### src/cnn_pkg.sv
package cnn_pkg;

   // layer geometry
   localparam int num_channels = 3;
   localparam int kernel_taps = 9;

   // 27 weights, channel-major then tap, then one bias word
   localparam int coefs_per_filter = num_channels * kernel_taps + 1;

   // lowest sum bit kept in the 8-bit output feature
   localparam int out_lsb = 4;

   // channel index inside a pixel and inside a coefficient set
   localparam int ch_r = 0;
   localparam int ch_g = 1;
   localparam int ch_b = 2;

   // one unsigned colour sample, also one output feature
   typedef logic [7:0] chan_t;

   // weights and biases share one format
   typedef logic signed [15:0] weight_t;

   // 9-bit signed sample times 16-bit weight is 25 bits, nine of them add 4
   typedef logic signed [28:0] dot_t;

   // three dots plus bias, room to spare
   typedef logic signed [31:0] acc_t;

   // r in the top byte, same order as the incoming 24-bit word
   typedef struct packed {
      chan_t r;
      chan_t g;
      chan_t b;
   } pixel_t;

   // tap0 oldest, tap0..2 top row, tap6..8 bottom row
   typedef struct packed {
      pixel_t tap8;
      pixel_t tap7;
      pixel_t tap6;
      pixel_t tap5;
      pixel_t tap4;
      pixel_t tap3;
      pixel_t tap2;
      pixel_t tap1;
      pixel_t tap0;
   } window_t;

   // full coefficient set of one filter, 448 bits
   typedef struct packed {
      weight_t [num_channels-1:0][kernel_taps-1:0] w;
      weight_t bias;
   } filter_coef_t;

endpackage

### src/line_window.sv
module line_window
   import cnn_pkg::*;
#(
   parameter int img_width = 8
) (
   input  logic    clk,
   input  logic    rst,
   input  logic    pix_valid,
   input  pixel_t  pix,
   output window_t window,
   output logic    window_valid
);

   // two full rows plus three pixels of the third
   localparam int depth = 2 * img_width + 3;
   localparam int cnt_w = $clog2(depth + 1);

   typedef logic [cnt_w-1:0] fill_t;

   // index 0 is the oldest pixel, depth-1 the newest
   pixel_t buf_q [depth];
   fill_t  fill_cnt;
   logic   full_q;

   // shift only on accepted pixels
   always_ff @(posedge clk or posedge rst) begin
      if (rst) begin
         for (int i = 0; i < depth; i++) begin
            buf_q[i] <= '0;
         end
      end else if (pix_valid) begin
         for (int i = 0; i < depth - 1; i++) begin
            buf_q[i] <= buf_q[i+1];
         end
         buf_q[depth-1] <= pix;
      end
   end

   // saturating fill count
   always_ff @(posedge clk or posedge rst) begin
      if (rst) begin
         fill_cnt <= '0;
      end else if (pix_valid && fill_cnt != fill_t'(depth)) begin
         fill_cnt <= fill_cnt + 1'b1;
      end
   end

   // set by a pixel that reaches full or arrives after it
   // low on idle cycles, so one window per accepted pixel
   always_ff @(posedge clk or posedge rst) begin
      if (rst) begin
         full_q <= 1'b0;
      end else begin
         full_q <= pix_valid && (fill_cnt >= fill_t'(depth - 1));
      end
   end

   assign window_valid = full_q;

   // top row
   assign window.tap0 = buf_q[0];
   assign window.tap1 = buf_q[1];
   assign window.tap2 = buf_q[2];
   // middle row
   assign window.tap3 = buf_q[img_width];
   assign window.tap4 = buf_q[img_width+1];
   assign window.tap5 = buf_q[img_width+2];
   // bottom row, newest pixel last
   assign window.tap6 = buf_q[2*img_width];
   assign window.tap7 = buf_q[2*img_width+1];
   assign window.tap8 = buf_q[2*img_width+2];

   // a window only leaves once the buffer has been filled
   a_valid_needs_full : assert property (
      @(posedge clk) disable iff (rst)
      window_valid |-> fill_cnt == fill_t'(depth)
   );

endmodule

### config.mk
export PLATFORM = sky130hd
export DESIGN_NAME = line_window
export DESIGN_NICKNAME = d
export VERILOG_FILES = /design/src/cnn_pkg.sv /design/src/line_window.sv
export SDC_FILE = /design/constraint.sdc
export NUM_CORES = 1
export LEC_CHECK = 0
export BUFFER_PORTS_ARGS = -buffer_cell sky130_fd_sc_hd__buf_4
export CORE_MARGIN = 2
export CORE_UTILIZATION = 30
export CTS_CLUSTER_SIZE = 14
export DETAILED_ROUTE_END_ITERATION = 10
export PLACE_DENSITY = 0.45
export SKIP_CTS_REPAIR_TIMING = 1
export SYNTH_ARGS = -nofsm -noshare
export SYNTH_HDL_FRONTEND = slang
export SYNTH_SLANG_ARGS = --single-unit
### constraint.sdc
create_clock -name clk -period 23.6 [get_ports clk]
set_input_delay 2.36 -clock clk [delete_from_list [all_inputs] [get_ports clk]]
set_output_delay 2.36 -clock clk [all_outputs]
set_load 0.05 [all_outputs]
Yosys cells after proc, flatten, opt, wreduce, memory -nomap -nowiden
Cells that the tools add are included.

operators by class
  $add $sub $neg = 1
  multiply operators = 0
  div/mod/pow operators = 0
  magnitude comparators = 1
  equal/unequal tests = 1
  shift operators = 0
  multiplexer cells = 0
  bitwise gates (word level) = 0
  reduce and logical (&&, ||, !) cells = 2

operators by type and width
  cell                 number
  $add 5x1->5 const B  1
  $ge 5x5->1 const B   1
  $ne 5x5->1 const B   1
  $logic_and 1x1->1    2

word-level totals
  register bits after elaboration = 462
  latch bits = 0
  memory bits (writable) = 0
  memory bits (read-only) = 0
  output and inout port bits = 217
  word-level logic and storage cells = 64
  memories kept = 0

Depth between registers and ports, before layout
  word-level depth = 2
  depth in mapped cells = 6
  mapped depth without buffers = 4

Worst setup path after synthesis
No wires, ideal clock.

  path type = input to register
  start point = in pix_valid
  end point = reg buf_q (netlist bit window[81])
  library setup time = 0.125 ns
  arrival = 3.155 ns
  data required time = 23.475 ns
  setup slack = 20.320 ns
  stages on the path = 4
  cell sequence = buf_2 > buf_4 > buf_4 > mux2_2

RTL lines
  what                           line               RTL
  start, declared                line_window.sv:8   input logic pix_valid,
  end signal, assigned by index  line_window.sv:33  buf_q[i] <= buf_q[i+1];
  end signal, assigned by index  line_window.sv:35  buf_q[depth-1] <= pix;
  end, declared                  line_window.sv:21  pixel_t buf_q [depth];

No word-level cell between the ends.

Worst setup path in the final report
  start point = in pix_valid
  end point = reg fill_cnt[0]

between the ends
  word-level cells in the longest chain between the ends = 1

ends and longest elaborated chain
  what                  line               RTL
  $logic_and 1x1->1     line_window.sv:43  end else if (pix_valid && fill_cnt != fill_t'(depth)) begin
  end signal, assigned  line_window.sv:44  fill_cnt <= fill_cnt + 1'b1;
  end, declared         line_window.sv:22  fill_t fill_cnt;

Every way passes these cells.
A chain may end at the register's enable or synchronous reset.

==> reports/metrics.csv <==
metric,value,unit
status,completed,
Cell Rows,91,
leading area contributor after synthesis,dfrtp_1,
antenna violations before repair,0,
RSZ-0062 raised after global routing,false,
worst hold slack,0.4862,ns
Final ANT Viol Nets,0,
die width,254.0,um
CP max stage delay,0.90,ns
nets,1276,
final setup fails,0,
Num Clock Sinks,462,
# IOs,244,
DRT Wirelength,32950,um
via density per instance,4.218,
crit path cell chain,buf_8 > buf_4 > buf_4 > o21ai_1 > xnor2_1,
"flops & latches, synth",462,
Syn-to-layout area delta,14.73,%
syn_nets,1235,
Crit. End Element,flip-flop,
setup TNS,0,ns
Diodes inserted,0,
largest net degree at the start of global routing,132,
Worst EP arrival,5.30,ns
Least-Margin Pin Slew,1.030,ns
register area share after synthesis,0.6164,
first-pass GRT wire length,53720,um
share of cells above drive strength 1,0.6115,
die height,254.0,um
All-Layer GR Usage,0.1040,
RePlAce Congestion,0.6493,
Post-Syn Instances,1206,
most frequent CP cell,buf_4,
clock tree buffer depth,3,
CTS tree,built,
Cell variety after synth,17,
initial DRC count,391,
CTS Root Cell,clkbuf_16,
WS Path Type,input pin to flip-flop,
DRT Pass-1 Iters,4,
startpoint types,input pin,
max-cap viol count,0,
final hold violation count,0,
CORE AREA,61710,um2
hold crit path type,flip-flop to flip-flop,
drc violations,0,
final core utilization,0.3487,
Synth Warn #,0,
worst skew pair latency,0.60,ns
H-Tree Depth,2,
Synth Area per Inst,15.55,um2
data required time at the worst endpoint,24.07,ns
maximum clock rate,0.2071,GHz
cell family with most CP delay,buffers and inverters,
pwr dens,150.7,nW/um2
via count,8939,
TritonCTS buffer count,53,
Buffers & Inverters on Critical Path,3,
die area,64540,um2
Port Buffers,243,
average wire per standard cell,15.55,um
"top cells by area, synth","dfrtp_1 62%, mux2_2 27%, buf_4 9.4%",
Initial Util,0.3039,
number of fill cells,6005,
leakage,9.594,nW
share of the synthesized area in the top cell type,0.6164,
Critical Path Slowest Stage Cell,buf_4,
Max rail drop VDD,59.48,uV
fin crit period,4.828,ns
"Clk pin slew, worst setup/hold paths",0.06,ns
total congestion overflow,0,
critical path peak fanout,131,
Worst slew margin,0.3131,
area of placed instances,19790,um2
Max Clock Skew,0.02470,ns
post-route cell area,21520,um2
DP HPWL,20170,um
max-slew violation count,0,
Synth Cell Area,18760,um2
vias in the first global route,8940,
final period utilization,0.2046,
-- Yosys cell counts (all sizes together) --
| master | n |
|---|---|
| mux2i | 1 |
| nand2b | 2 |
| xnor2 | 3 |
| o21ai | 2 |
| nor2 | 1 |
| dfrtp | 462 |
| nand3 | 1 |
| buf | 267 |
| nor4 | 1 |
| ha | 2 |
| nand2 | 3 |
| mux2 | 456 |
| inv | 3 |
| nand4 | 2 |
-- layer usage --
metal	up-vias	global-route usage	share of wire	routed length [um]
met5	-	0	0	0
met4	0	0.03597	0.027	877
met3	74	0.02919	0.059	1954
met2	184	0.1475	0.43	14190
met1	4625	0.1509	0.48	15920
li1	4056	-	-	-
-- area by class of cell --
class / instances / area, um2 / share of cell area
multi-input cells: 474 / 5258 / 0.2443
clock buffers: 74 / 1567 / 0.07279
repair buffers: 253 / 1907 / 0.08861
well taps: 837 / 1047 / 0.04867
flip-flops and latches: 462 / 11560 / 0.5372
clock inverters: 16 / 161.4 / 0.007500
inverters: 3 / 18.77 / 0.0008721
-- cell usage in the layout, fill, tap and decap left out, drive strengths merged --
master and n:
dfrtp 462, mux2 456, buf 253, clkbuf 74, clkinv 12, inv 4, nand2 3, xnor2 3
nand4 2, nand2b 2, ha 2, bufinv 2, o21ai 2, nor4 1, nor2 1, mux2i 1
nand3 1, clkinvlp 1
-- state kept, by name, indices dropped and copies added, names as in the netlist --
register,flops
buf_q,240
window_valid,1
window,216
fill_cnt,5
-- final timing paths --
check                            startpoint           to  slack, ns  cells past startpoint
min in group asynchronous               rst  window[120]       1.94                      2
worst max register to register  fill_cnt[1]  fill_cnt[1]      22.37                      4
worst min-delay path             buf_q[264]   buf_q[264]       0.49                      1
worst max-delay path              pix_valid  fill_cnt[0]      18.77                      5
worst min register to register   buf_q[264]   buf_q[264]       0.49                      1
max in group asynchronous               rst   buf_q[110]      19.29                      4
-- per-stage QoR --
step	power [mW]	instances	worst slack [ns]
2_1_floorplan	2.307	1206	8.358
3_3_place_gp	2.449	2029	18.05
3_5_place_dp	2.473	2029	18.05
4_1_cts	3.306	2119	18.70
5_1_grt	3.427	2119	18.48
6_report	3.243	2119	18.77
-- where the power goes --
group | internal, mW | switching (mW) | leakage [nW]
Combinational | 0.427 | 0.686 | 3.19
Clock | 0.481 | 0.327 | 0.861
Sequential | 1.11 | 0.211 | 5.54
-- kinds of logic after synthesis --
logic type	Yosys count	synth area share
flops	462	0.6164
simple gates	10	0.002734
compound gates	2	0.0005331
mux	457	0.2743
buf+inv	270	0.1033
fa+ha+maj	2	0.001334
xor+xnor	3	0.001401
No activity file was read; power rests on OpenSTA's default activity.
