$ cat src/cnn_pkg.sv
package cnn_pkg;

   // layer geometry
   localparam int num_channels = 3;
   localparam int kernel_taps = 9;

   // 27 weights, channel-major then tap, then one bias word
   localparam int coefs_per_filter = num_channels * kernel_taps + 1;

   // lowest sum bit kept in the 8-bit output feature
   localparam int out_lsb = 4;

   // channel index inside a pixel and inside a coefficient set
   localparam int ch_r = 0;
   localparam int ch_g = 1;
   localparam int ch_b = 2;

   // one unsigned colour sample, also one output feature
   typedef logic [7:0] chan_t;

   // weights and biases share one format
   typedef logic signed [15:0] weight_t;

   // 9-bit signed sample times 16-bit weight is 25 bits, nine of them add 4
   typedef logic signed [28:0] dot_t;

   // three dots plus bias, room to spare
   typedef logic signed [31:0] acc_t;

   // r in the top byte, same order as the incoming 24-bit word
   typedef struct packed {
      chan_t r;
      chan_t g;
      chan_t b;
   } pixel_t;

   // tap0 oldest, tap0..2 top row, tap6..8 bottom row
   typedef struct packed {
      pixel_t tap8;
      pixel_t tap7;
      pixel_t tap6;
      pixel_t tap5;
      pixel_t tap4;
      pixel_t tap3;
      pixel_t tap2;
      pixel_t tap1;
      pixel_t tap0;
   } window_t;

   // full coefficient set of one filter, 448 bits
   typedef struct packed {
      weight_t [num_channels-1:0][kernel_taps-1:0] w;
      weight_t bias;
   } filter_coef_t;

endpackage

$ cat src/coef_bank.sv
module coef_bank
   import cnn_pkg::*;
#(
   parameter int num_filters = 4
) (
   input  logic                                          clk,
   input  logic                                          rst,
   input  logic                                          coef_wr,
   input  logic [$clog2(num_filters*coefs_per_filter)-1:0] coef_addr,
   input  weight_t                                       coef_data,
   output filter_coef_t [num_filters-1:0]                coefs
);

   localparam int num_words = num_filters * coefs_per_filter;
   // bias sits after the 27 weights
   localparam int bias_word = num_channels * kernel_taps;

   // flat word store, address = filter * 28 + word
   weight_t mem [num_words];

   // cleared bank means all filters output zero
   always_ff @(posedge clk or posedge rst) begin
      if (rst) begin
         for (int i = 0; i < num_words; i++) begin
            mem[i] <= '0;
         end
      end else if (coef_wr) begin
         mem[coef_addr] <= coef_data;
      end
   end

   // structured view per filter
   always_comb begin
      for (int f = 0; f < num_filters; f++) begin
         for (int ch = 0; ch < num_channels; ch++) begin
            for (int t = 0; t < kernel_taps; t++) begin
               // channel-major, then tap
               coefs[f].w[ch][t] = mem[f*coefs_per_filter + ch*kernel_taps + t];
            end
         end
         coefs[f].bias = mem[f*coefs_per_filter + bias_word];
      end
   end

   // out-of-range writes would be silently lost
   a_addr_range : assert property (
      @(posedge clk) disable iff (rst)
      coef_wr |-> int'(coef_addr) < num_words
   );

endmodule

$ cat config.mk
export PLATFORM = sky130hd
export DESIGN_NAME = coef_bank
export DESIGN_NICKNAME = d
export VERILOG_FILES = /design/src/cnn_pkg.sv /design/src/coef_bank.sv
export SDC_FILE = /design/constraint.sdc
export NUM_CORES = 2
export LEC_CHECK = 0
export ABC_CLOCK_PERIOD_IN_PS = 60700
export BUFFER_PORTS_ARGS = -buffer_cell sky130_fd_sc_hd__buf_4
export CAP_MARGIN = 20
export CORE_AREA = 10 10 700 702
export CTS_BUF_LIST = sky130_fd_sc_hd__clkbuf_4 sky130_fd_sc_hd__clkbuf_8 sky130_fd_sc_hd__clkbuf_16
export DETAILED_ROUTE_END_ITERATION = 12
export DIE_AREA = 0 0 710 712
export GPL_TIMING_DRIVEN = 0
export MAX_ROUTING_LAYER = met4
export PLACE_DENSITY_LB_ADDON = 0.12
export RECOVER_POWER = 50
export SETUP_SLACK_MARGIN = 0.15
export SLEW_MARGIN = 10
export SYNTH_ARGS = -nofsm -noshare
export SYNTH_HDL_FRONTEND = slang
export SYNTH_SLANG_ARGS = --single-unit
$ cat constraint.sdc
create_clock -name clk -period 60.7 [get_ports clk]
set_clock_uncertainty 0.2 [all_clocks]
set_input_delay 0 -clock clk [delete_from_list [all_inputs] [get_ports clk]]
set_output_delay 0 -clock clk [all_outputs]
set_load 0.005 [all_outputs]
* Word level (Yosys, flattened, before mapping)
Index checks and enable logic that the tools add are counted.
Operators by class: bitwise gates (word level) 1, magnitude comparators 2, muxes and demuxes 3, reductions and logical operators 1
Operator list (number):
- $bwmux 1792 | 1
- $demux 16 s7 | 1
- $mux 16 | 1
- $ge 8x8->1 const B | 1
- $lt 8x1->1 const B | 1
- $not 7->8 | 1
- $logic_and 1x1->1 | 1
Storage, ports and cells: register bits after elaboration 1792, logic and storage cells 119, output and inout bits 1792, input bits 26

* Logic depth before layout (Yosys ltp)
depth after elaboration 6, depth in mapped cells 7, depth with buffers taken out 3

* Worst setup path after synthesis
No wires, ideal clock.
path type input port to flip-flop, start in coef_addr[5], end reg mem (netlist bit coefs[128]), arrival time 1.690 ns, path slack 58.686 ns, stages 6, path through buf_2 > nor4_2 > nor2b_1 > buf_2 > buf_2 > mux2_2
Between the ends: longest elaborated chain between the ends 6, elaborated cells between the ends (all ways) 7, classes of those cells 2 x order compare; 3 x mux; 1 x bitwise; 1 x reduce/logical
RTL lines:
- from (decl) | line coef_bank.sv:9 | input logic [$clog2(num_filters*coefs_per_filter)-1:0] coef_addr,
- $not 7->8 (not written as such) (*) | line coef_bank.sv:28 | mem[coef_addr] <= coef_data;
- $ge 8x8->1 (not written as such) / $lt 8x1->1 (equally long branches) | line coef_bank.sv:28
- $logic_and 1x1->1 (not written as such) | line coef_bank.sv:28
- $mux 16 (not written as such) | line coef_bank.sv:28
- $demux 16 s7 (*) | line coef_bank.sv:28
- $bwmux 1792 (*) | line coef_bank.sv:28
- to (signal, indexed assignment) | line coef_bank.sv:28
- to (decl) | line coef_bank.sv:19 | weight_t mem [num_words];
Every way passes the cells marked *; elsewhere a longest branch is shown, timed or not. A chain may end at the register's enable or synchronous reset.

==> impl_metrics.tcl <==
set metrics [dict create \
    status "complete, but fails checks" \
    violations "max-capacitance violations, max-slew violations" \
    period_needed_ns 12.84 \
    worstPathRequired_ns 60.09 \
    grt_overflow 0 \
    core-area_um2 476400 \
    port_buffers 1801 \
    cts.sinks 1792 \
    clock_latency_ns 0.88 \
    ir_drop_mv 0.02408 \
    seq_area_frac_synth_pct 66.74 \
    post-dp-hpwl_um 323900 \
    dr.first_iter.drc_count 1794 \
    gp_congestion 0.7573 \
    dieArea_um2 505500 \
    end_kind "asynchronous set/reset pin" \
    clockBufferDepth 4 \
    synth_cell_types 20 \
    rsz0062_at_grt "no" \
    via_count 44650 \
    tightest_slew_ns 5.861 \
    critPathArrivalTime_ns 12.23 \
    cap_violations 15 \
    yosys_register_bits 1792 \
    layout-drive-gt1-share_pct 42.00 \
    syn_area_um2 67190 \
    first_pass_iters 4 \
    cts_tree "yes" \
    worst-path-buf-inv 7 \
    post_cts_buffers 0 \
    finalSetupViolCount 0 \
    wl_per_cell_um 31.97 \
    largest_reg_flops 1792 \
    hp-class "in -> reg" \
    syn2layout_area_growth_pct 37.76 \
    fin_cells 12700 \
    ant_nets 0 \
    critical_path_class "in -> async" \
    fp.dieH_um 712 \
    n_fill_cell 52190 \
    slew_headroom_pct -290.7 \
    via_per_inst 3.517 \
    p_per_area_nw_per_um2 34.16 \
    syn_nets 4097 \
    wl_um 405900 \
    htree_num_levels 4 \
    multiInputGateArea_um2 20930 \
    clkTransAtPathRegs_ns 0.06 \
    initial_utilization_pct 14.10 \
    numCtsBuffers 232 \
    placed_cells 12210 \
    drc 0 \
    finalNetCount 6234 \
    timing.final.crit_share_pct 21.15 \
    final_max_slew_viol_count 776 \
    cp_max_fo 103 \
    grt_max_degree 108 \
    antenna_found_initial 88 \
    critPathMaxStageDelay_ns 4.25 \
    p_leak_nw 43.15 \
    cts_resized 0 \
    synth_cells 4071 \
    ios 1818 \
    rows 254 \
    critical_path.cell_chain "dlygate4sd3_1 -> dlygate4sd3_1 -> clkbuf_4 -> dlygate4sd3_1 -> clkinvlp_2 -> clkbuf_1 -> clkbuf_1" \
    die_w_um 710 \
    grt_pass1_vias 48110 \
    final_hold_viol_count 0 \
    fmax_mhz 77.89 \
    cts-root-buf "clkbuf_16" \
    crit_path_start_kind "input pin" \
    cp_top_family "buffers and inverters" \
    crit_slowest_cell "clkbuf_1" \
    yosys_warnings 0 \
    seqCellArea_um2 44840 \
    setup_tns_ns 0 \
    cpMostUsedCell "dlygate4sd3_1" \
    grt_usage_pct 15.89 \
    grt_pass1_wl_um 520800 \
    syn_avg_cell_area_um2 16.51 \
]
-- per-layer routing --
layer,GRT usage (%),up-vias,share of wire (%)
met2,27.49,1635,50
li1,-,18630,-
met5,-,-,0
met3,5.396,470,8.2
met1,17.24,23920,38
met4,4.607,0,3.8
-- timing repair --
action                     4_1_cts  5_1_grt
hold endpoints to repair      1421        0
hold buffers                    33        0
setup endpoints to repair        0        0
-- path summary, 6_finish.rpt --
check / startpoint / to / slack [ns] / cells after the start
setup / recovery: rst / coefs[7] / 47.86 / 7
max in group clk: coef_addr[0] / coefs[709] / 54.89 / 9
setup reg to reg: coefs[1031] / coefs[1031] / 59.61 / 1
hold / removal: coef_data[8] / coefs[968] / 0.17 / 3
min in group asynchronous: rst / coefs[1618] / 1.46 / 5
hold reg to reg: coefs[791] / coefs[791] / 0.30 / 1
-- cells in the mapped netlist --
cell type  count  area [um^2]
buf_2         89        445.4
inv_1          1        3.750
and4bb_2       1        12.51
nand2_1       70        262.8
nand4bb_1      4        45.04
nor2_2         3        18.77
nand4b_1       6        52.55
nand4_1        1        6.260
nor4bb_1       8        80.08
or4b_2         1        10.01
dfrtp_1     1792        44840
nor4b_1        5        43.79
nor4_2         1        12.51
and4b_1        3        30.03
mux2_2      1792        20180
buf_1          4        15.01
nor2_1        22        82.58
nor2b_1       10        62.56
clkbuf_1     251        942.2
nand2_2        7        43.79
-- cells by family after synthesis --
logic type	after synthesis	share of synthesized area [%]
buffers and inverters	345	2.093
muxes	1792	30.03
DFF	1792	66.74
and+or+nand+nor	142	1.136
-- stage by stage --
| step | hold WS (ns) | total power [mW] | utilization, % | setup WS (ns) | area, um^2 |
|---|---|---|---|---|---|
| floorplan | 0.1259 | 1.493 | - | 9.909 | 67190 |
| global placement | 0.2275 | 1.821 | 18.59 | -17.75 | 88560 |
| detailed placement | -0.09017 | 1.823 | 18.92 | 56.94 | 90140 |
| CTS | 0.05220 | 3.320 | 20.66 | 56.91 | 98440 |
| global route | 0.09585 | 3.312 | 19.42 | 45.56 | 92520 |
| finish | 0.1653 | 3.162 | 19.43 | 47.86 | 92560 |
-- placed cells by master, fill, tap and decap left out, types with 2 or more instances in the layout --
cell type and instances:
clkinv_16 5, nor4bb_1 8, nand4b_1 6, clkinv_2 40, buf_4 4, and4b_1 3, nor4b_1 5, dlygate4sd3_1 33
clkbuf_1 1737, inv_6 5, buf_1 9, buf_6 6, clkinv_4 3, nand2_2 2, dfrtp_1 1792, diode_2 28
buf_2 61, clkbuf_16 232, buf_16 19, buf_8 9, clkbuf_2 31, clkbuf_4 369, clkbuf_8 66, nand4bb_1 4
buf_12 21, clkinvlp_4 6, nor2b_1 10, nor2_1 25, mux2_2 1791, nand2_1 75, bufinv_16 12
-- where the power goes --
part	total [mW]	internal (mW)	switching [mW]	leakage (nW)
Combinational	0.366	0.133	0.233	14.8
Sequential	1.35	1.29	0.0537	24.4
Clock	1.45	0.857	0.592	4.01
Total	3.16	2.28	0.879	43.2
-- layout make-up --
class,instances,share of cell area [%]
inverters,1,0.005407
multi-input cells,1934,22.61
clock inverters,73,0.9313
clock buffers,350,7.675
diodes,28,0.07570
repair buffers,1903,10.22
plain buffers,344,1.556
flip-flops and latches,1792,48.45
well taps,6272,8.478
(Power assumes the default switching activity.)
